===== config.mk =====
export PLATFORM = sky130hd
export DESIGN_NAME = reset_stretch
export DESIGN_NICKNAME = d
export VERILOG_FILES = /design/src/tl_mem_pkg.sv /design/src/reset_stretch.sv
export SDC_FILE = /design/constraint.sdc
export NUM_CORES = 1
export LEC_CHECK = 0
export BUFFER_PORTS_ARGS = -buffer_cell sky130_fd_sc_hd__buf_4
export CORE_AREA = 3 3 40 42
export CTS_BUF_LIST = sky130_fd_sc_hd__clkbuf_2 sky130_fd_sc_hd__clkbuf_4 sky130_fd_sc_hd__clkbuf_8
export DETAILED_ROUTE_END_ITERATION = 12
export DIE_AREA = 0 0 43 45
export PLACE_DENSITY = 0.36
export SETUP_SLACK_MARGIN = 0.5
export SYNTH_ARGS = -nofsm -noshare
export SYNTH_HDL_FRONTEND = slang
export SYNTH_SLANG_ARGS = --single-unit
export TNS_END_PERCENT = 1

===== constraint.sdc =====
create_clock -name clock -period 1.3 [get_ports clock]
set_input_delay 0.13 -clock clock [delete_from_list [all_inputs] [get_ports clock]]
set_output_delay 0.13 -clock clock [all_outputs]
set_load 0.05 [all_outputs]

===== src/tl_mem_pkg.sv =====
package tl_mem_pkg;

	// Bus widths
	localparam int XLEN = 32;
	localparam int BEAT_BYTES = XLEN / 8;
	localparam int MASK_W = BEAT_BYTES;
	localparam int ADDR_W = 32;
	localparam int SIZE_W = 4;
	localparam int OPCODE_W = 3;

	localparam int MAX_GET_SIZE = 4; // 16 bytes, 4 beats
	localparam int MAX_PUT_SIZE = 2; // single beat

	// dtim backing store, 16 KB
	localparam int RAM_WORDS = 4096;
	localparam int RAM_ADDR_W = 12;
	localparam int BEAT_CNT_W = 2;

	localparam int RESET_HOLD = 5;
	localparam int HOLD_CNT_W = 3;

	// A channel opcodes
	localparam logic [OPCODE_W-1:0] OP_A_PUTFULL = 3'd0;
	localparam logic [OPCODE_W-1:0] OP_A_PUTPARTIAL = 3'd1;
	localparam logic [OPCODE_W-1:0] OP_A_ARITH = 3'd2;
	localparam logic [OPCODE_W-1:0] OP_A_LOGICAL = 3'd3;
	localparam logic [OPCODE_W-1:0] OP_A_GET = 3'd4;
	localparam logic [OPCODE_W-1:0] OP_A_INTENT = 3'd5;

	// D channel opcodes
	localparam logic [OPCODE_W-1:0] OP_D_ACCESSACK = 3'd0;
	localparam logic [OPCODE_W-1:0] OP_D_ACCESSACKDATA = 3'd1;

	// Address map, end is exclusive
	localparam int REGION_COUNT = 7;

	localparam logic [ADDR_W-1:0] REGION_BASE [REGION_COUNT] = '{
		32'h0000_0000, // debug
		32'h0000_3000, // error device
		32'h0001_0000, // rom
		32'h0200_0000, // clint
		32'h0c00_0000, // interrupt controller
		32'h6000_0000, // mmio
		32'h8000_0000  // dtim
	};

	localparam logic [ADDR_W-1:0] REGION_END [REGION_COUNT] = '{
		32'h0000_1000,
		32'h0000_4000,
		32'h0002_0000,
		32'h0201_0000,
		32'h1000_0000,
		32'h8000_0000,
		32'h8000_4000
	};

	// Bit i belongs to region i
	localparam logic [REGION_COUNT-1:0] REGION_R = 7'b111_1111;
	localparam logic [REGION_COUNT-1:0] REGION_W = 7'b111_1011; // rom is read only

	localparam int DTIM_INDEX = 6;

endpackage

===== src/reset_stretch.sv =====
`timescale 1ns/10ps

module reset_stretch
	import tl_mem_pkg::*;
(
	input  logic clock,
	input  logic reset,
	output logic internal_reset
);

	logic [HOLD_CNT_W-1:0] hold_count;

	// Reloads while reset is high, then drains to zero
	always_ff @(posedge clock) begin
		if (reset) begin
			hold_count <= HOLD_CNT_W'(RESET_HOLD);
		end else if (hold_count != '0) begin
			hold_count <= hold_count - 1'b1;
		end
	end

	// Rises with reset in the same cycle
	assign internal_reset = reset || (hold_count != '0);

endmodule


==> results of run 1 <==
-- logic make-up after synthesis --
| family | after synthesis |
|---|---|
| compound gates | 2 |
| fa+ha+maj | 2 |
| buf+inv | 3 |
| flops | 3 |
| mux | 1 |
| simple gates | 6 |
-- area by class of cell --
type,instances,area share [%]
multi-input combinational,11,41.09
timing repair buffer,8,20.93
sequential,3,19.38
clock buffer,4,9.302
tap,15,5.814
inverter,3,3.488
-- report_power, final --
group / switching [mW] / internal [mW] / leakage [nW] / total, mW
registers: 0.0121 / 0.109 / 0.0252 / 0.121
logic: 0.0477 / 0.0713 / 0.0926 / 0.119
clock network: 0.0452 / 0.136 / 0.0184 / 0.181
-- worst paths after layout --
kind	slack [ns]	endpoint	cells after the start	startpoint
max reg2reg	0.19	hold_count[2]	5	hold_count[0]
max	0.06	internal_reset	5	hold_count[1]
min	0.12	hold_count[1]	2	reset
min reg2reg	0.50	hold_count[1]	2	hold_count[1]
-- metal layers --
layer | vias to the layer above | global-route usage (%) | part of all wire, %
met3 | 0 | 5.976 | 9.7
met4 | 0 | 3.614 | 0
met5 | - | 0 | 0
li1 | 81 | - | -
met1 | 68 | 4.545 | 40
met2 | 5 | 7.784 | 50
-- timing repair --
action                     in CTS  in global routing
setup endpoints to repair       4                  4
cloned                          0                  0
setup buffers                   5                  1
pin swaps                       1                  1
resized for setup               3                  1
-- synthesized netlist by cell type --
cell type / instances
nand2b_1: 1
a211o_1: 1
nand4bb_1: 1
dfxtp_1: 3
mux2i_1: 1
nor2b_1: 1
nor3b_1: 1
o31ai_1: 1
ha_1: 2
nor2b_2: 1
inv_1: 3
nor2_1: 1
-- placed cells by master (no fill, tap or decap) --
cell       instances
ha_4               2
inv_1              1
a211o_1            1
inv_2              2
buf_4              7
clkbuf_4           4
mux2i_1            1
nor2b_4            1
nor2b_1            1
dfxtp_1            1
nor2_1             1
buf_8              1
nor3b_1            1
o31ai_1            1
dfxtp_2            2
nand2b_4           1
nand4bb_1          1
==> metrics.csv, run 1 <==
metric;value;unit
synth-compound-area-share;9.774;%
vias_per_cell;3.500;
avgRoutedWirePerCell;8.000;microns
dp_cells;34;
antenna_left;0;
critPathArrivalTime;1.11;ns
clock-sinks;3;
cts.reportedPaths.clkPinSlew;0.04;ns
flip_flop_count_of_the_largest_register_all_copies_and_words_added;3;
area_growth;93.98;%
global_route.overflow_total;0;
yosys.area.top_type_share;36.09;%
finalNonFillerCells;44;
synth_area_leaders;dfxtp_1 36%, ha_1 15%, inv_1 6.8%, nand4bb_1 6.8%, mux2i_1 6.0%;
synth_area_per_cell;9.789;sq um
min_path_type;input pin to register;
path_buf_inv;2;
max_slew_margin;87.87;%
cts_root_buffer;clkbuf_4;
ys_warn_count;0;
max_freq;803.4;MHz
tritoncts.num_buffers;3;
die_w;43;microns
global_route_wire_length_before_repair;648;microns
fin_crit;1.245;ns
dr_total_vias;154;
run_status;completed;
path_class;register to output pin;
power.density;1304;nW/um^2
final.setup.tns;0;ns
critical_path.max_stage_delay;0.31;ns
antenna_found_initial;0;
hold_buffers;0;
post_synth_inst_count;17;
finalWeightedCongestion;0.5875;
final.hold.worst_slack;0.1190;ns
multi_input_logic_area;132.6;sq um
floorplan.rows;13;
syn_nets;21;
core_util_final;25.12;%
post_synth_simple_gate_area;26.32;%
crit_path_start_kind;register;
reg_top3;hold_count (3);
critical_path_required;1.17;ns
cts_max_level;1;
netlist-cell-type-count;12;
cpLargestDelayFamily;flip-flops;
crit_path_end_kind;output pin;
tritoncts;yes;
drv_cap;0;
gr-usage-all-layers;5.482;%
number_of_buffers_on_the_longest_clock_path;2;
die_height;45;microns
rsz_0062_raised_after_global_routing;yes;
drive_gt1_share;68.97;%
buffer_ports.inserted;2;
synth.mux.area_fraction;6.015;%
totalPowerFinal;0.4209;mW
clock_insertion_delay_worst_skew;0.23;ns
post_synthesis_xor_xnor_area_fraction;0;%
grt_start_max_net_pins;7;
detailedPlacementHpwl;201.8;microns
nNetsFinal;34;
detail_route.first_pass.iterations;4;
fp.dieArea;1935;sq um
antenna_cells;0;
yosys_register_bits;3;
crit_path_cell_trace;inv_2 > ha_4 > nor2b_4 > nand2b_4 > buf_8;
setup_violations;0;
synth_top_family_by_area;simple AND/OR/NAND/NOR gates;
first_global_vias;149;
initial_core_utilization;12.95;%
synth_sequential_area_ratio;36.09;%
total_wirelength_of_the_detailed_routed_design;352;microns
post-route-worst-setup-slack;0.05521;ns
leakage;0.1361;nW
min_period_over_period;95.75;%
critical_path.slowest_cell;dfxtp_2;
fillCellCount;141;
tightestPinTransition;0.1817;ns
floorplan.core_area;1285;sq um
timing.final.hold_violations;0;
syn_area;166.4;sq um
drt_iter0_markers;2;
timing.clock.skew;0.0006679;ns
critical_path_peak_fanout;2;
drt_drc_violations_left;0;
place_worst_setup_slack;0.1853;ns
largest_register;hold_count;
netlist.top_cell.by_area;dfxtp_1;
seq_area;62.56;sq um
num_io_pins;3;
post_detailed_placement_cell_area;220.2;sq um
peakVddDrop;0.8157;mV
slew_viol_final;0;
final_design_instance_area_without_fill;322.8;sq um
post_synth_fa_ha_maj_area_fraction;15.04;%
No activity file was read; power rests on OpenSTA's default activity.
==> run 2: changes to the inputs <==
--- a/config.mk
+++ b/config.mk
@@ -10,7 +10,7 @@
 export CTS_BUF_LIST = sky130_fd_sc_hd__clkbuf_2 sky130_fd_sc_hd__clkbuf_4 sky130_fd_sc_hd__clkbuf_8
 export DETAILED_ROUTE_END_ITERATION = 12
 export DIE_AREA = 0 0 43 45
-export PLACE_DENSITY = 0.36
+export PLACE_DENSITY_LB_ADDON = 0.15
 export SETUP_SLACK_MARGIN = 0.5
 export SYNTH_ARGS = -nofsm -noshare
 export SYNTH_HDL_FRONTEND = slang
==> metrics.csv, run 2 (synthesis results as in run 1) <==
metric;value;unit;change
antenna_left;0;;unchanged
crit_path_start_kind;register;;
detailedPlacementHpwl;237.2;microns;+18%
timing.critical_path.from;hold_count[1];;
fp.dieArea;1935;sq um;unchanged
hp-start;reset;;
global_route_wire_length_before_repair;565;microns;-13%
nNetsFinal;31;;-8.8%
drv_cap;0;;unchanged
avgRoutedWirePerCell;8.171;microns;+2.1%
power.share.switching;25.33;%;+0.37 points
finalNonFillerCells;41;;-6.8%
grt_start_max_net_pins;7;;unchanged
drt_iter0_markers;0;;-2
flip_flop_count_of_the_largest_register_all_copies_and_words_added;3;;unchanged
cts.reportedPaths.clkPinSlew;0.04;ns;about the same
timing.final.hold_violations;0;;unchanged
buffer_ports.inserted;2;;unchanged
seq_area;62.56;sq um;unchanged
clock-sinks;3;;unchanged
comb_power_share;26.7;%;-1.6 points
dr_total_vias;144;;-6.5%
max_freq;798.4;MHz;-0.62%
fillCellCount;141;;unchanged
rsz_0062_raised_after_global_routing;yes;;
die_height;45;microns;unchanged
drive_gt1_share;69.23;%;+0.27 points
peakVddDrop;0.3758;mV;-54%
floorplan.core_area;1285;sq um;unchanged
first_global_vias;157;;+5.4%
max_slew_margin;87.91;%;about the same
r2r-start;hold_count[0];;
finalWeightedCongestion;0.6802;;+16%
antenna_found_initial;0;;unchanged
die_w;43;microns;unchanged
number_of_buffers_on_the_longest_clock_path;2;;unchanged
critical_path_required;1.17;ns;about the same
detail_route.first_pass.iterations;1;;-3
most-common-layout-cells;4 x clkbuf_4, 4 x buf_4, 2 x inv_2, 2 x dfxtp_2;;
global_route.overflow_total;0;;unchanged
critical_path_peak_fanout;3;;+1
slew_viol_final;0;;unchanged
antenna_cells;0;;unchanged
num_io_pins;3;;unchanged
power_switching;0.1057;mW;+0.59%
crit_path_end_kind;output pin;;
dp_cells;34;;unchanged
cts_max_level;1;;unchanged
total_wirelength_of_the_detailed_routed_design;335;microns;-4.8%
largest_register;hold_count;;
min_path_type;input pin to register;;
power.density;1372;nW/um^2;+5.2%
drt_drc_violations_left;0;;unchanged
setup_violations;0;;unchanged
leakage;0.1231;nW;-9.5%
gr-usage-all-layers;4.738;%;-0.74 points
fin_crit;1.253;ns;+0.007735 ns
timing.clock.skew;0.004201;ns;+0.003534 ns
critPathArrivalTime;1.12;ns;about the same
post_detailed_placement_cell_area;220.2;sq um;unchanged
final_design_instance_area_without_fill;304.0;sq um;-5.8%
area_growth;82.71;%;
power_frac_seq;29.1;%;+0.4 points
tritoncts;yes;;
final.hold.worst_slack;0.1247;ns;+0.005611 ns
floorplan.rows;13;;unchanged
cts_root_buffer;clkbuf_4;;
tritoncts.num_buffers;3;;unchanged
pwr-share-clk;44.2;%;+1.2 points
run_status;completed;;
totalPowerFinal;0.4172;mW;-0.88%
multi_input_logic_area;136.4;sq um;+2.8%
initial_core_utilization;12.95;%;unchanged
reg_top3;hold_count (3);;
vias_per_cell;3.512;;+0.35%
path_class;register to output pin;;
clock_insertion_delay_worst_skew;0.23;ns;about the same
power_report.internal_total;0.3115;mW;-1.4%
min_period_over_period;96.35;%;+0.60 points
tightestPinTransition;0.1810;ns;-0.0006665 ns
==> run 2: what timing repair did <==
item	CTS	global route
hold buffers	0	0
setup buffers	3	0
gates resized for setup	3	2
endpoints found under the setup margin	4	4
pin swaps	0	1
==> run 2: worst max-delay path: stages, from the launching register on <==
cell      delay [ns]
dfxtp_2         0.31
inv_2           0.07
ha_4            0.14
nor2b_4         0.16
nand2b_4        0.06
buf_8           0.14
==> run 2: path summary, 6_finish.rpt <==
| check | end | slack [ns] | cells after the start |
|---|---|---|---|
| setup / recovery | internal_reset | 0.05 | 5 |
| hold / removal | hold_count[1] | 0.12 | 2 |
| setup reg to reg | hold_count[2] | 0.11 | 5 |
| hold reg to reg | hold_count[0] | 0.53 | 2 |
==> run 2: area by class of cell <==
class	count	area share [%]
multi-input combinational	11	44.86
sequential	3	20.58
timing repair buffer	5	14.81
clock buffer	4	9.877
tap	15	6.173
inverter	3	3.704
==> run 2: through the flow <==
step | setup TNS, ns | setup WS [ns] | utilization (%)
final | 0 | 0.04748 | 23.66
after global routing | -0.005916 | -0.005916 | 23.66
after CTS | 0 | 0.02955 | 22.59
after detailed placement | 0 | 0.1756 | 17.14
after global placement | 0 | 0.1730 | 17.14
after floorplan | 0 | 0.3282 | -
==> run 2: per-layer routing <==
metal | global-route usage, % | part of all wire, % | vias up | routed length [microns]
li1 | - | - | 74 | -
met1 | 3.357 | 35 | 69 | 117
met2 | 6.587 | 63 | 1 | 211
met3 | 2.390 | 1.8 | 0 | 6
met4 | 9.036 | 0 | 0 | 0
met5 | 0 | 0 | - | 0
==> run 2: power by group through the flow <==
stage / logic, mW / registers (mW) / clock network, mW
global route: 0.121 / 0.124 / 0.207
CTS: 0.0921 / 0.122 / 0.195
finish: 0.111 / 0.121 / 0.185
floorplan: 0.0523 / 0.121 / 0
global placement: 0.0657 / 0.123 / 0
detailed placement: 0.0654 / 0.124 / 0
==> run 3: changes to the inputs <==
--- a/config.mk
+++ b/config.mk
@@ -6,6 +6,8 @@
 export NUM_CORES = 1
 export LEC_CHECK = 0
 export BUFFER_PORTS_ARGS = -buffer_cell sky130_fd_sc_hd__buf_4
+export CELL_PAD_IN_SITES_DETAIL_PLACEMENT = 2
+export CELL_PAD_IN_SITES_GLOBAL_PLACEMENT = 2
 export CORE_AREA = 3 3 40 42
 export CTS_BUF_LIST = sky130_fd_sc_hd__clkbuf_2 sky130_fd_sc_hd__clkbuf_4 sky130_fd_sc_hd__clkbuf_8
 export DETAILED_ROUTE_END_ITERATION = 12
==> metrics.csv, run 3 (synthesis results as in run 1) <==
metric;value;unit;change
run_status;completed;;
min_path_type;input pin to register;;
avgRoutedWirePerCell;10.43;microns;+28%
tritoncts.num_buffers;3;;unchanged
r2r-start;hold_count[1];;
reg_top3;hold_count (3);;
drv_cap;0;;unchanged
pwr-share-clk;42.3;%;-1.9 points
most-common-layout-cells;4 x clkbuf_4, 4 x buf_4, 2 x inv_2, 2 x dfxtp_2;;
grt_start_max_net_pins;7;;unchanged
initial_core_utilization;12.95;%;unchanged
wl_met3;17;microns;+180%
max_slew_margin;87.31;%;-0.59 points
area_growth;89.47;%;
rsz_0062_raised_after_global_routing;yes;;
first_global_vias;190;;+21%
fin_crit;1.257;ns;+0.004603 ns
power.share.switching;25.60;%;+0.28 points
dr_total_vias;153;;+6.3%
min_period_over_period;96.70;%;+0.35 points
met1Wirelength;148;microns;+26%
termination_of_the_worst_setup_path;internal_reset;;
clock_insertion_delay_worst_skew;0.23;ns;about the same
number_of_buffers_on_the_longest_clock_path;2;;unchanged
power.density;1367;nW/um^2;-0.37%
antenna_cells;0;;unchanged
path_class;register to output pin;;
crit_path_start_kind;register;;
nNetsFinal;32;;+3.2%
total_wirelength_of_the_detailed_routed_design;438;microns;+31%
totalPowerFinal;0.4310;mW;+3.3%
tightestPinTransition;0.1901;ns;+0.009030 ns
critPathArrivalTime;1.13;ns;about the same
vias_per_cell;3.643;;+3.7%
buffer_ports.inserted;2;;unchanged
die_w;43;microns;unchanged
tritoncts;yes;;
floorplan.rows;13;;unchanged
critical_path_peak_fanout;2;;-1
slew_viol_final;0;;unchanged
max_freq;795.5;MHz;-0.37%
rr_endpoint;hold_count[2];;
multi_input_logic_area;136.4;sq um;unchanged
final.hold.worst_slack;0.1330;ns;+0.008349 ns
finalWeightedCongestion;0.6968;;+2.4%
timing.critical_path.from;hold_count[1];;
hold_buffers;0;;unchanged
largest_register;hold_count;;
clock-sinks;3;;unchanged
flip_flop_count_of_the_largest_register_all_copies_and_words_added;3;;unchanged
cts.reportedPaths.clkPinSlew;0.03;ns;about the same
seq_area;62.56;sq um;unchanged
power_report.internal_total;0.3207;mW;+2.9%
antenna_left;0;;unchanged
setup_violations;0;;unchanged
slack_of_the_worst_reg_to_reg_path;0.19;ns;+0.08 ns
floorplan.core_area;1285;sq um;unchanged
drt_drc_violations_left;0;;unchanged
num_io_pins;3;;unchanged
timing.clock.skew;0.001055;ns;-0.003147 ns
global_route.overflow_total;0;;unchanged
cts_root_buffer;clkbuf_4;;
power_frac_seq;28.2;%;-0.9 points
die_height;45;microns;unchanged
peakVddDrop;0.3698;mV;-1.6%
fp.dieArea;1935;sq um;unchanged
wl_met2;268;microns;+27%
crit_path_end_kind;output pin;;
cts_max_level;1;;unchanged
leakage;0.1292;nW;+4.9%
critical_path_required;1.17;ns;about the same
power_switching;0.1104;mW;+4.5%
fillCellCount;138;;-2.1%
comb_power_share;29.5;%;+2.8 points
core_util_final;24.54;%;+0.88 points
r2r.worst_path.cells;6;;+1
drt_iter0_markers;0;;unchanged
antenna_found_initial;0;;unchanged
post-route-worst-setup-slack;0.04288;ns;-0.004603 ns
drive_gt1_share;70.37;%;+1.1 points
place_worst_setup_slack;0.1666;ns;-0.008956 ns
top_layer;met4;;
gr-usage-all-layers;6.318;%;+1.6 points
timing.final.hold_violations;0;;unchanged
global_route_wire_length_before_repair;779;microns;+38%
detail_route.first_pass.iterations;1;;unchanged
==> run 3: cell type report <==
class / count / area share (%)
multi-input cells: 11 / 43.25
repair buffers: 6 / 17.86
flip-flops and latches: 3 / 19.84
well taps: 15 / 5.952
clock buffers: 4 / 9.524
inverters: 3 / 3.571
==> run 3: per-layer routing <==
| layer | track usage, % | up-vias |
|---|---|---|
| li1 | - | 76 |
| met4 | 9.036 | 0 |
| met1 | 4.317 | 72 |
| met3 | 3.187 | 2 |
| met5 | 0 | - |
| met2 | 10.48 | 3 |
==> run 3: repair_timing <==
item,4_1_cts,5_1_grt
pin swaps,1,1
gates resized for setup,3,3
setup endpoints to repair,4,4
buffers inserted,3,1
==> run 3: stage by stage <==
step	area [sq um]	instances	setup TNS [ns]
after floorplan	186.4	17	0
final	315.3	42	0
after detailed placement	220.2	34	0
after CTS	290.3	41	0
after global placement	220.2	34	0
after global routing	315.3	42	-0.01430
==> run 3: power by group through the flow <==
| stage | Sequential (mW) | Combinational, mW | Clock (mW) |
|---|---|---|---|
| finish | 0.122 | 0.127 | 0.182 |
| global route | 0.124 | 0.141 | 0.202 |
| CTS | 0.122 | 0.0969 | 0.192 |
| detailed placement | 0.124 | 0.0700 | 0 |
| global placement | 0.123 | 0.0684 | 0 |
| floorplan | 0.121 | 0.0523 | 0 |
==> run 3: worst max-delay path, cell delays in order (launching register included) <==
cell and delay [ns]:
dfxtp_2 0.31, inv_2 0.07, ha_4 0.14, nor2b_4 0.17
nand2b_4 0.06, buf_8 0.14
==> run 3: how the worst min path moves through the flow <==
stage          depth (start not counted)       endpoint  slack (ns)   from
2_1_floorplan                          1  hold_count[1]        0.23  reset
3_3_place_gp                           2  hold_count[1]        0.37  reset
3_5_place_dp                           2  hold_count[1]        0.37  reset
4_1_cts                                2  hold_count[1]        0.12  reset
5_1_grt                                2  hold_count[1]        0.13  reset
6_report                               2  hold_count[1]        0.13  reset
