### src/tl_mem_pkg.sv
package tl_mem_pkg;

	// Bus widths
	localparam int XLEN = 32;
	localparam int BEAT_BYTES = XLEN / 8;
	localparam int MASK_W = BEAT_BYTES;
	localparam int ADDR_W = 32;
	localparam int SIZE_W = 4;
	localparam int OPCODE_W = 3;

	localparam int MAX_GET_SIZE = 4; // 16 bytes, 4 beats
	localparam int MAX_PUT_SIZE = 2; // single beat

	// dtim backing store, 16 KB
	localparam int RAM_WORDS = 4096;
	localparam int RAM_ADDR_W = 12;
	localparam int BEAT_CNT_W = 2;

	localparam int RESET_HOLD = 5;
	localparam int HOLD_CNT_W = 3;

	// A channel opcodes
	localparam logic [OPCODE_W-1:0] OP_A_PUTFULL = 3'd0;
	localparam logic [OPCODE_W-1:0] OP_A_PUTPARTIAL = 3'd1;
	localparam logic [OPCODE_W-1:0] OP_A_ARITH = 3'd2;
	localparam logic [OPCODE_W-1:0] OP_A_LOGICAL = 3'd3;
	localparam logic [OPCODE_W-1:0] OP_A_GET = 3'd4;
	localparam logic [OPCODE_W-1:0] OP_A_INTENT = 3'd5;

	// D channel opcodes
	localparam logic [OPCODE_W-1:0] OP_D_ACCESSACK = 3'd0;
	localparam logic [OPCODE_W-1:0] OP_D_ACCESSACKDATA = 3'd1;

	// Address map, end is exclusive
	localparam int REGION_COUNT = 7;

	localparam logic [ADDR_W-1:0] REGION_BASE [REGION_COUNT] = '{
		32'h0000_0000, // debug
		32'h0000_3000, // error device
		32'h0001_0000, // rom
		32'h0200_0000, // clint
		32'h0c00_0000, // interrupt controller
		32'h6000_0000, // mmio
		32'h8000_0000  // dtim
	};

	localparam logic [ADDR_W-1:0] REGION_END [REGION_COUNT] = '{
		32'h0000_1000,
		32'h0000_4000,
		32'h0002_0000,
		32'h0201_0000,
		32'h1000_0000,
		32'h8000_0000,
		32'h8000_4000
	};

	// Bit i belongs to region i
	localparam logic [REGION_COUNT-1:0] REGION_R = 7'b111_1111;
	localparam logic [REGION_COUNT-1:0] REGION_W = 7'b111_1011; // rom is read only

	localparam int DTIM_INDEX = 6;

endpackage
### src/tl_beat_engine.sv
`timescale 1ns/10ps

module tl_beat_engine
	import tl_mem_pkg::*;
(
	input  logic clock,
	input  logic internal_reset,

	input  logic a_valid,
	output logic a_ready,
	input  logic [OPCODE_W-1:0] a_opcode,
	input  logic [SIZE_W-1:0] a_size,
	input  logic a_source,
	input  logic [ADDR_W-1:0] a_address,
	input  logic [MASK_W-1:0] a_mask,
	input  logic [XLEN-1:0] a_data,

	input  logic readable,
	input  logic writable,
	input  logic backed,

	output logic d_valid,
	input  logic d_ready,
	output logic [OPCODE_W-1:0] d_opcode,
	output logic [SIZE_W-1:0] d_size,
	output logic d_source,
	output logic [XLEN-1:0] d_data,
	output logic d_denied,
	output logic d_corrupt,

	output logic wr_en,
	output logic [RAM_ADDR_W-1:0] wr_index,
	output logic [MASK_W-1:0] wr_mask,
	output logic [XLEN-1:0] wr_data,

	output logic [RAM_ADDR_W-1:0] rd_index,
	input  logic [XLEN-1:0] rd_data
);

	localparam int OFFSET_W = $clog2(BEAT_BYTES);

	logic busy;
	logic [BEAT_CNT_W-1:0] beat_count;
	logic [BEAT_CNT_W-1:0] final_count;
	logic last_beat;
	logic a_fire, d_fire;

	logic is_put;
	logic deny;
	logic [RAM_ADDR_W-1:0] a_index;
	logic [SIZE_W-1:0] get_size;

	// Request held for the response
	logic [OPCODE_W-1:0] op_opcode;
	logic [SIZE_W-1:0] op_size;
	logic op_source;
	logic [RAM_ADDR_W-1:0] op_index;
	logic op_denied;
	logic op_backed;
	logic op_is_get;

	assign a_fire = a_valid && a_ready;
	assign d_fire = d_valid && d_ready;

	assign is_put = a_opcode == OP_A_PUTFULL || a_opcode == OP_A_PUTPARTIAL;
	assign a_index = a_address[OFFSET_W +: RAM_ADDR_W]; // wraps modulo RAM_WORDS

	always_comb begin
		case (a_opcode)
			OP_A_GET:
				deny = a_size > SIZE_W'(MAX_GET_SIZE) || !readable;
			OP_A_PUTFULL, OP_A_PUTPARTIAL:
				deny = a_size > SIZE_W'(MAX_PUT_SIZE) || !writable;
			default:
				deny = 1'b1; // Arithmetic, Logical and Intent get a single denied ack
		endcase
	end

	assign a_ready = !internal_reset && (!busy || (d_fire && last_beat));

	// Oversized Gets are denied and clamped to the largest burst
	assign op_is_get = op_opcode == OP_A_GET;
	assign get_size = (op_size > SIZE_W'(MAX_GET_SIZE)) ? SIZE_W'(MAX_GET_SIZE) : op_size;

	always_comb begin
		if (op_is_get && get_size > SIZE_W'(OFFSET_W)) begin
			final_count = BEAT_CNT_W'((1 << (get_size - SIZE_W'(OFFSET_W))) - 1);
		end else begin
			final_count = '0;
		end
	end

	assign last_beat = beat_count == final_count;

	always_ff @(posedge clock) begin
		if (internal_reset) begin
			busy <= 1'b0;
			beat_count <= '0;
		end else begin
			if (d_fire) begin
				if (last_beat) begin
					busy <= 1'b0;
				end else begin
					beat_count <= beat_count + 1'b1;
				end
			end
			if (a_fire) begin // may overlap the final beat
				busy <= 1'b1;
				beat_count <= '0;
			end
		end
	end

	always_ff @(posedge clock) begin
		if (a_fire) begin
			op_opcode <= a_opcode;
			op_size <= a_size;
			op_source <= a_source;
			op_index <= a_index;
			op_denied <= deny;
			op_backed <= backed;
		end
	end

	assign d_valid = busy;
	assign d_opcode = op_is_get ? OP_D_ACCESSACKDATA : OP_D_ACCESSACK;
	assign d_size = op_size;
	assign d_source = op_source;
	assign d_denied = op_denied;
	assign d_corrupt = op_is_get && op_denied;

	assign rd_index = op_index + RAM_ADDR_W'(beat_count);
	assign d_data = (op_is_get && !op_denied && op_backed) ? rd_data : '0;

	// Puts land in RAM at the acceptance edge
	assign wr_en = a_fire && is_put && !deny && backed;
	assign wr_index = a_index;
	assign wr_mask = a_mask;
	assign wr_data = a_data;

endmodule

### config.mk
export PLATFORM = sky130hd
export DESIGN_NAME = tl_beat_engine
export DESIGN_NICKNAME = d
export VERILOG_FILES = /design/src/tl_mem_pkg.sv /design/src/tl_beat_engine.sv
export SDC_FILE = /design/constraint.sdc
export NUM_CORES = 1
export LEC_CHECK = 0
export ABC_AREA = 1
export BUFFER_PORTS_ARGS = -buffer_cell sky130_fd_sc_hd__buf_4
export CORE_AREA = 10 10 91 77
export CTS_BUF_LIST = sky130_fd_sc_hd__clkbuf_8
export CTS_CLUSTER_DIAMETER = 200
export DETAILED_ROUTE_END_ITERATION = 16
export DIE_AREA = 0 0 101 87
export GPL_ROUTABILITY_DRIVEN = 0
export PLACE_DENSITY = 0.87
export SLEW_MARGIN = 5
export SYNTH_ARGS = -nofsm -noshare
export SYNTH_HDL_FRONTEND = slang
export SYNTH_SLANG_ARGS = --single-unit
### constraint.sdc
create_clock -name clock -period 5.5 [get_ports clock]
set_input_delay 0.55 -clock clock [delete_from_list [all_inputs] [get_ports clock]]
set_output_delay 0.55 -clock clock [all_outputs]
set_load 0.005 [all_outputs]
==> results of run 1 <==
[metal layers]
layer	vias to the layer above	share of wire [%]
met5	-	0
met4	0	1.2
met3	12	5.8
met2	52	59
met1	678	34
li1	792	-
[worst max-delay path, delay by kind of cell (launching register included)]
kind / cells / cell delay [ns]
AND/OR/NAND/NOR: 4 / 1.38
flip-flops: 1 / 0.39
buffers and inverters: 2 / 0.23
[registers in the layout, indices dropped and copies added, names as in the netlist]
signal,count
op_opcode,3
d_source,1
op_index,12
d_size,4
d_denied,1
op_backed,1
d_valid,1
beat_count,2
[cells in the mapped netlist, types with 2 or more instances]
| master | number |
|---|---|
| xnor2_1 | 3 |
| nand4_1 | 3 |
| nor3_1 | 2 |
| clkbuf_1 | 3 |
| xor2_1 | 9 |
| nand3_1 | 9 |
| nor2_1 | 40 |
| ha_1 | 3 |
| nand2_1 | 16 |
| nor2_4 | 2 |
| dfxtp_1 | 3 |
| edfxtp_1 | 22 |
| buf_4 | 51 |
| inv_1 | 47 |
| nand2_2 | 5 |
[area by class of cell]
class	count	area (um^2)	area share, %
Sequential cell	25	720.7	28.17
Tap cell	65	81.33	3.178
Timing Repair Buffer	125	938.4	36.67
Multi-Input combinational cell	104	591.8	23.13
Clock inverter	1	5.005	0.1956
Inverter	48	180.2	7.042
Clock buffer	3	41.29	1.614
[power by group]
part           internal, uW  switching [uW]  total, uW
Combinational          50.2            34.3       84.5
Sequential              216            5.44        221
Clock                  50.6            56.3        107
Total                   317            96.0        413
[metrics by stage]
step                instance area [um^2]  total power [uW]  setup slack (ns)  hold slack [ns]  std cells
detailed placement                  2512             311.6             2.778           0.5486        367
floorplan                           1887             279.0             3.070           0.5123        231
CTS                                 2559             416.2             2.695           0.4527        371
global placement                    2512             308.8             2.836           0.5187        367
finish                              2559             412.8             2.683           0.4594        371
global route                        2559             433.9             2.472           0.4463        371
[logic make-up after synthesis]
logic type	after synthesis	share of synthesized area, %
and+or+nand+nor	81	20.47
buffers and inverters	102	30.50
DFF	25	38.27
adders and majority gates	4	3.057
other	1	0.1991
AOI/OAI and AO/OA	5	1.927
xor gates and xnor gates	12	5.582
[final timing paths]
path	slack, ns	endpoint	cells past startpoint
worst min-delay path	0.46	d_source$_DFFE_PP_	1
worst max-delay path	2.68	d_data[15]	6
worst max register to register	2.79	d_source$_DFFE_PP_	14
worst min register to register	0.56	d_valid$_SDFFE_PP0P_	2
==> out/summary.txt, run 1 <==
worst rel slew slack: 26.34%
met3 track utilization from global routing: 3.651%
mean area per synthesized cell: 8.187 um^2
highest clock rate: 355.0 MHz
fraction of synthesis flops using an asynchronous set or reset pin: 0%
iteration count of the initial detailed-routing pass: 4
met1 layer usage reported by global route: 10.34%
Vert. Die Dim: 87 um
pin slew with the least headroom to its limit: 1.102 ns
layout cells sized above 1: 46.08%
std cell rows: 24
count of maximum capacitance violations: 0
Buffers on Ports: 125
final wirelength: 5502 um
share of the synthesized area in the top cell type: 35.08%
commonest non-fill, non-tap cells in the layout: 125 x buf_4, 47 x inv_1, 40 x nor2_1
DP Wirelength: 4841 um
filler instances: 481
crit path capture type: output port
type of the tightest min-delay check: in2reg
global-route wire length before repair: 7769 um
Data arrival, critical path: 2.27 ns
initial antenna violation count: 0
timing startpoint of the critical path: op_opcode[0]$_DFFE_PP_
post-detailed-route count of antenna-violating nets: 0
result of the run: completed
wire length per cell after detailed routing: 14.83 um
CP Class: reg2out
number of instances resized during post-cts repair: 0
Max Root-Sink Buffers: 2
io pins: 220
fraction of met2 tracks used by global routing: 21.68%
synth warn: 0
pin count of the biggest net entering global routing: 33
maximum level of the CTS H-tree: 1
number of buffers created by CTS: 3
DRC violation total after the first TritonRoute iteration: 49
Max Slew Vio Count: 0
CTS sink cnt: 25
commonest non-fill, non-tap cell in the layout: buf_4
worst flop-to-flop path startpoint: d_size[3]$_DFFE_PP_
number of distinct library cells after synthesis: 27
post-synthesis cell type with the largest combined area: edfxtp_1
share of the clock period used by the worst path after layout: 51.22%
Post-CTS Hold Fix Bufs: 0
share of synthesized area occupied by flip-flops and latches: 38.27%
post-synthesis register bit count: 25
CTS tree: done
total die area: 8787 um^2
number of global-route vias before repair: 1,613
number of vias per cell: 4.135
Setup-failing EPs final: 0
effective utilization at floorplan: 35.83%
data required time at the worst endpoint: 4.95 ns
clock root cell: clkbuf_8
die width: 101 um
hold violation total from the final report: 0
area of the placeable core: 5255 um^2
leak pwr: 0.001403 uW
power density of the placed cells: 161.3 nW/um^2
count of flip-flops with a built-in enable after synthesis: 22
critical path launch point type: flop
worst vdd rail ir drop: 0.1803 mV
net count of the finished layout: 426
clock-pin slew on the worst setup and hold paths: 0.08 ns
Syn Inst Count: 230
cell-by-cell trace of the critical path: inv_2 -> nand2_2 -> nor2_8 -> nand3_1 -> nor2_1 -> buf_4
residual DRC count: 0
largest fanout of any net on the critical path: 32
count of antenna diodes in the layout: 0
clock latency at the later pin of the worst-skew pair: 0.26 ns
final critical-path required period: 2.817 ns
Synth-to-Final Area Change: 35.88%
ranking of synthesized cells by area: edfxtp_1 35%, buf_4 20%, inv_1 9.4%
Max stage delay cell, worst path: nand3_1
hold path start: a_source
setup repair after global routing missed its margin: false
post-CTS setup buffers: 0
mapped cell area: 1883 um^2
total vias in the final route: 1,534
layer carrying the most global-route usage: met2
sum of negative setup slack: 0 ns
max incr delay on CP: 0.75 ns
core occupancy in the finished layout: 48.69%
total global routing overflow: 0
overall global routing resource usage: 10.93%
main flop type after synthesis: edfxtp_1
Clock Skew: 0.005129 ns
No activity file was read; power rests on OpenSTA's default activity.
==> inputs of run 2 (changes only) <==
- CORE_AREA: 10 10 91 77 -> 10 10 99 83
- DIE_AREA: 0 0 101 87 -> 0 0 109 93
- PLACE_DENSITY: 0.87 -> 0.77
- clock period: 5.5 -> 2.4 ns (I/O delays scaled with it)
==> run 2 against run 1 <==
Largest power group unchanged. Power is 130% higher. Critical path depth up 8. Via count up 2.3%. Clock-buffer cell count stayed put. Largest cell class unchanged.
==> out/summary.txt, run 2 (synthesized netlist as in run 1, its figures left out) <==
Most flops, register: op_index
Clock Skew: 0.002946 ns
DP Wirelength: 4952 um
commonest non-fill, non-tap cell in the layout: buf_4
std cell rows: 26
count of maximum capacitance violations: 0
CP Class: reg2out
clock-pin slew on the worst setup and hold paths: 0.09 ns
io pins: 220
Max Slew Vio Count: 0
wire length per cell after detailed routing: 13.98 um
CTS sink cnt: 25
Setup-failing EPs final: 0
sum of negative setup slack: 0 ns
worst rel slew slack: 55.02%
hold violation total from the final report: 0
total die area: 10,140 um^2
pin slew with the least headroom to its limit: 0.6577 ns
clock root cell: clkbuf_8
setup repair after global routing missed its margin: true
crit path capture type: output port
total vias in the final route: 1,569
Data arrival, critical path: 2.13 ns
number of buffers created by CTS: 3
overall global routing resource usage: 10.52%
register area: 721.9 um^2
area of the placeable core: 6279 um^2
net count of the finished layout: 435
Design Power: 969.1 uW
initial antenna violation count: 0
iteration count of the initial detailed-routing pass: 4
die width: 109 um
maximum level of the CTS H-tree: 1
DRC violation total after the first TritonRoute iteration: 41
Largest register FFs: 12
global-route wire length before repair: 8645 um
Vert. Die Dim: 93 um
max incr delay on CP: 0.43 ns
result of the run: completed
power density of the placed cells: 357.8 nW/um^2
final critical-path required period: 2.370 ns
critical path's top delay family: simple AND/OR/NAND/NOR gates
number of global-route vias before repair: 1,737
final wirelength: 5579 um
leak pwr: 0.001447 uW
share of the clock period used by the worst path after layout: 98.75%
pin count of the biggest net entering global routing: 33
worst setup timing slack at the placement stage: 0.07066 ns
largest fanout of any net on the critical path: 2
type of the tightest min-delay check: in2reg
residual DRC count: 0
clock latency at the later pin of the worst-skew pair: 0.27 ns
cell-by-cell trace of the critical path: nor2_4 -> nand2_2 -> ha_4 -> inv_2 -> nor2_1 -> nand3_1 -> nand4_1 -> nand3_2 -> nand2_2 -> nand2_4 -> nor2_4 -> nand2_4 -> nor2_2 -> buf_4
number of buffers and inverters on the critical path: 2
Synth-to-Final Area Change: 43.85%
filler instances: 640
highest clock rate: 421.9 MHz
Buffers on Ports: 125
Finished Cell Area: 2709 um^2
post-detailed-placement cell area: 2575 um^2
worst vdd rail ir drop: 0.2540 mV
count of antenna diodes in the layout: 0
post-detailed-route count of antenna-violating nets: 0
Post-CTS Hold Fix Bufs: 0
core occupancy in the finished layout: 43.14%
critical path launch point type: flop
data required time at the worst endpoint: 2.16 ns
layout cells sized above 1: 50.16%
number of vias per cell: 3.932
total global routing overflow: 0
commonest non-fill, non-tap cells in the layout: 132 x buf_4, 45 x inv_1, 38 x nor2_1
PnR worst setup slack: 0.03002 ns
effective utilization at floorplan: 29.99%
multi-input combinational cell area: 626.9 um^2
Max Root-Sink Buffers: 2
CTS tree: done
Max stage delay cell, worst path: edfxtp_1
==> run 2: cell type report <==
cell class,count,share of cell area (%)
timing repair buffer,134,37.74
multi-input combinational,104,23.14
sequential,25,26.65
clock inverter,1,0.2771
tap,84,3.880
clock buffer,3,1.524
inverter,48,6.790
==> run 2: report_power, final <==
group	switching, uW	internal (uW)	leakage (uW)	total, uW
registers	13.0	494	0.000230	507
logic	84.3	129	0.00120	213
clock network	131	118	0.0000217	249
==> run 2: per-stage QoR <==
step,hold slack [ns],instances
floorplan,0.3094,231
global placement,0.4200,389
detailed placement,0.4239,389
CTS,0.1418,397
global route,0.1295,399
finish,0.1446,399
==> run 2: path summary, 6_finish.rpt <==
check / startpoint / depth (start not counted) / slack (ns) / to
worst max-delay path: d_size[3]$_DFFE_PP_ / 14 / 0.03 / wr_en
worst min-delay path: a_source / 1 / 0.14 / d_source$_DFFE_PP_
worst max register to register: d_size[3]$_DFFE_PP_ / 14 / 0.14 / d_denied$_DFFE_PP_
worst min register to register: d_valid$_SDFFE_PP0P_ / 2 / 0.58 / d_valid$_SDFFE_PP0P_
==> run 2: metal layers <==
| metal | vias up | global-route usage, % | part of all wire, % | routed length, um |
|---|---|---|---|---|
| li1 | 811 | - | - | - |
| met1 | 690 | 10.92 | 35 | 1974 |
| met2 | 54 | 19.56 | 57 | 3153 |
| met3 | 14 | 3.498 | 6.7 | 376 |
| met4 | 0 | 3.070 | 1.3 | 74 |
| met5 | - | 0 | 0 | 0 |
==> run 2: what timing repair did <==
| action | 4_1_cts | 5_1_grt |
|---|---|---|
| endpoints found under the setup margin | 1 | 21 |
| pin swaps | 3 | 5 |
| resized for setup | 0 | 10 |
| setup buffers | 4 | 2 |
==> inputs of run 3 (changes only) <==
- PLACE_DENSITY: 0.77 -> 0.73
==> run 3 against run 2 <==
Power is 0.18% lower. Worst hold slack improved by 0.0028 ns. Die area unchanged.
==> out/summary.txt, run 3 (synthesized netlist as in run 1, its figures left out) <==
residual DRC count: 0
initial antenna violation count: 0
Design Power: 967.3 uW
total global routing overflow: 0
power density of the placed cells: 358.9 nW/um^2
CTS sink cnt: 25
share of the clock period used by the worst path after layout: 97.37%
clock latency at the later pin of the worst-skew pair: 0.26 ns
count of maximum capacitance violations: 0
Reg-to-Reg End: d_size[2]$_DFFE_PP_
Setup-failing EPs final: 0
pin slew with the least headroom to its limit: 0.6182 ns
commonest non-fill, non-tap cell in the layout: buf_4
layout cells sized above 1: 48.57%
setup repair after global routing missed its margin: true
number of buffers created by CTS: 3
crit path capture type: flop
worst flop-to-flop path startpoint: d_size[3]$_DFFE_PP_
final critical-path required period: 2.337 ns
iteration count of the initial detailed-routing pass: 4
global-route wire length before repair: 8024 um
worst rel slew slack: 57.72%
count of antenna diodes in the layout: 0
hold violation total from the final report: 0
Synth-to-Final Area Change: 43.12%
Post-CTS Hold Fix Bufs: 0
Max Slew Vio Count: 0
highest clock rate: 427.9 MHz
number of vias per cell: 3.920
core occupancy in the finished layout: 42.93%
sum of negative setup slack: 0 ns
library cell appearing most often on the critical path: nand2_2
Max Root-Sink Buffers: 2
area of the placeable core: 6279 um^2
Worst setup endpoint: d_size[2]$_DFFE_PP_
FF-to-FF setup slack: 0.06 ns
DRC violation total after the first TritonRoute iteration: 43
leak pwr: 0.001451 uW
result of the run: completed
Vert. Die Dim: 93 um
critical path's top delay family: simple AND/OR/NAND/NOR gates
worst setup timing slack at the placement stage: 0.1074 ns
clock root cell: clkbuf_8
worst vdd rail ir drop: 0.3418 mV
max incr delay on CP: 0.43 ns
pin count of the biggest net entering global routing: 33
Data arrival, critical path: 2.33 ns
effective utilization at floorplan: 29.99%
cell-by-cell trace of the critical path: nor2_4 -> nand2_1 -> ha_1 -> inv_1 -> nor2_1 -> nand3_1 -> nand4_1 -> nand3_2 -> nand2_2 -> nand2_2 -> nor2_4 -> nand2_2 -> buf_4 -> clkinvlp_4 -> clkbuf_16
post-detailed-route count of antenna-violating nets: 0
worst hold-check slack: 0.1474 ns
Largest register FFs: 12
Clock Skew: 0.001847 ns
largest fanout of any net on the critical path: 5
path depth of the worst reg2reg path: 15
commonest non-fill, non-tap cells in the layout: 131 x buf_4, 46 x inv_1, 39 x nor2_1
overall global routing resource usage: 9.838%
net count of the finished layout: 435
Max stage delay cell, worst path: edfxtp_1
die width: 109 um
wire length per cell after detailed routing: 13.85 um
timing startpoint of the critical path: d_size[3]$_DFFE_PP_
io pins: 220
PnR worst setup slack: 0.06314 ns
total die area: 10,140 um^2
CTS tree: done
number of logic stages on the critical path including buffering: 15
Buffers on Ports: 125
critical path launch point type: flop
CP Class: reg2reg
clock-pin slew on the worst setup and hold paths: 0.08 ns
maximum level of the CTS H-tree: 1
final wirelength: 5525 um
data required time at the worst endpoint: 2.39 ns
DP Wirelength: 4787 um
std cell rows: 26
number of global-route vias before repair: 1,624
Most flops, register: op_index
number of buffers and inverters on the critical path: 4
total vias in the final route: 1,564
type of the tightest min-delay check: in2reg
[run 3: layout make-up]
| class | count | area (um^2) |
|---|---|---|
| Clock buffer | 3 | 41.29 |
| Sequential cell | 25 | 721.9 |
| Tap cell | 84 | 105.1 |
| Fill cell | 617 | 3583 |
| Multi-Input combinational cell | 104 | 594.3 |
| Timing Repair Buffer | 134 | 1044 |
| Clock inverter | 1 | 5.005 |
| Inverter | 48 | 183.9 |
[run 3: worst min-delay path by stage]
stage                              start                    to  slack (ns)  cells after the start
after floorplan           internal_reset  d_valid$_SDFFE_PP0P_        0.31                      1
after global routing              backed   op_backed$_DFFE_PP_        0.14                      1
after global placement          a_source    d_source$_DFFE_PP_        0.42                      1
after CTS                       a_source    d_source$_DFFE_PP_        0.14                      1
after detailed placement        a_source    d_source$_DFFE_PP_        0.42                      1
final                           a_source    d_source$_DFFE_PP_        0.15                      1
[run 3: power by group]
| group | switching, uW | internal (uW) |
|---|---|---|
| Clock | 130 | 116 |
| Sequential | 12.8 | 494 |
| Combinational | 82.9 | 131 |
| Total | 225 | 742 |
[run 3: metrics by stage]
step                instance area [um^2]  std cells
CTS                                 2636        395
detailed placement                  2575        389
global route                        2695        399
floorplan                           1891        231
finish                              2695        399
global placement                    2575        389
[run 3: per-layer routing]
layer	vias up	GRT usage (%)	wire length (um)
met2	47	19.51	3335
met1	690	8.529	1715
met5	-	0	0
met4	0	3.947	103
li1	813	-	-
met3	14	3.772	371
[run 3: timing repair]
action | 4_1_cts | 5_1_grt
endpoints found under the hold margin | 0 | 0
setup buffers | 2 | 3
resized for setup | 0 | 4
cloned | 0 | 1
pin swaps | 1 | 6
setup endpoints to repair | 1 | 13
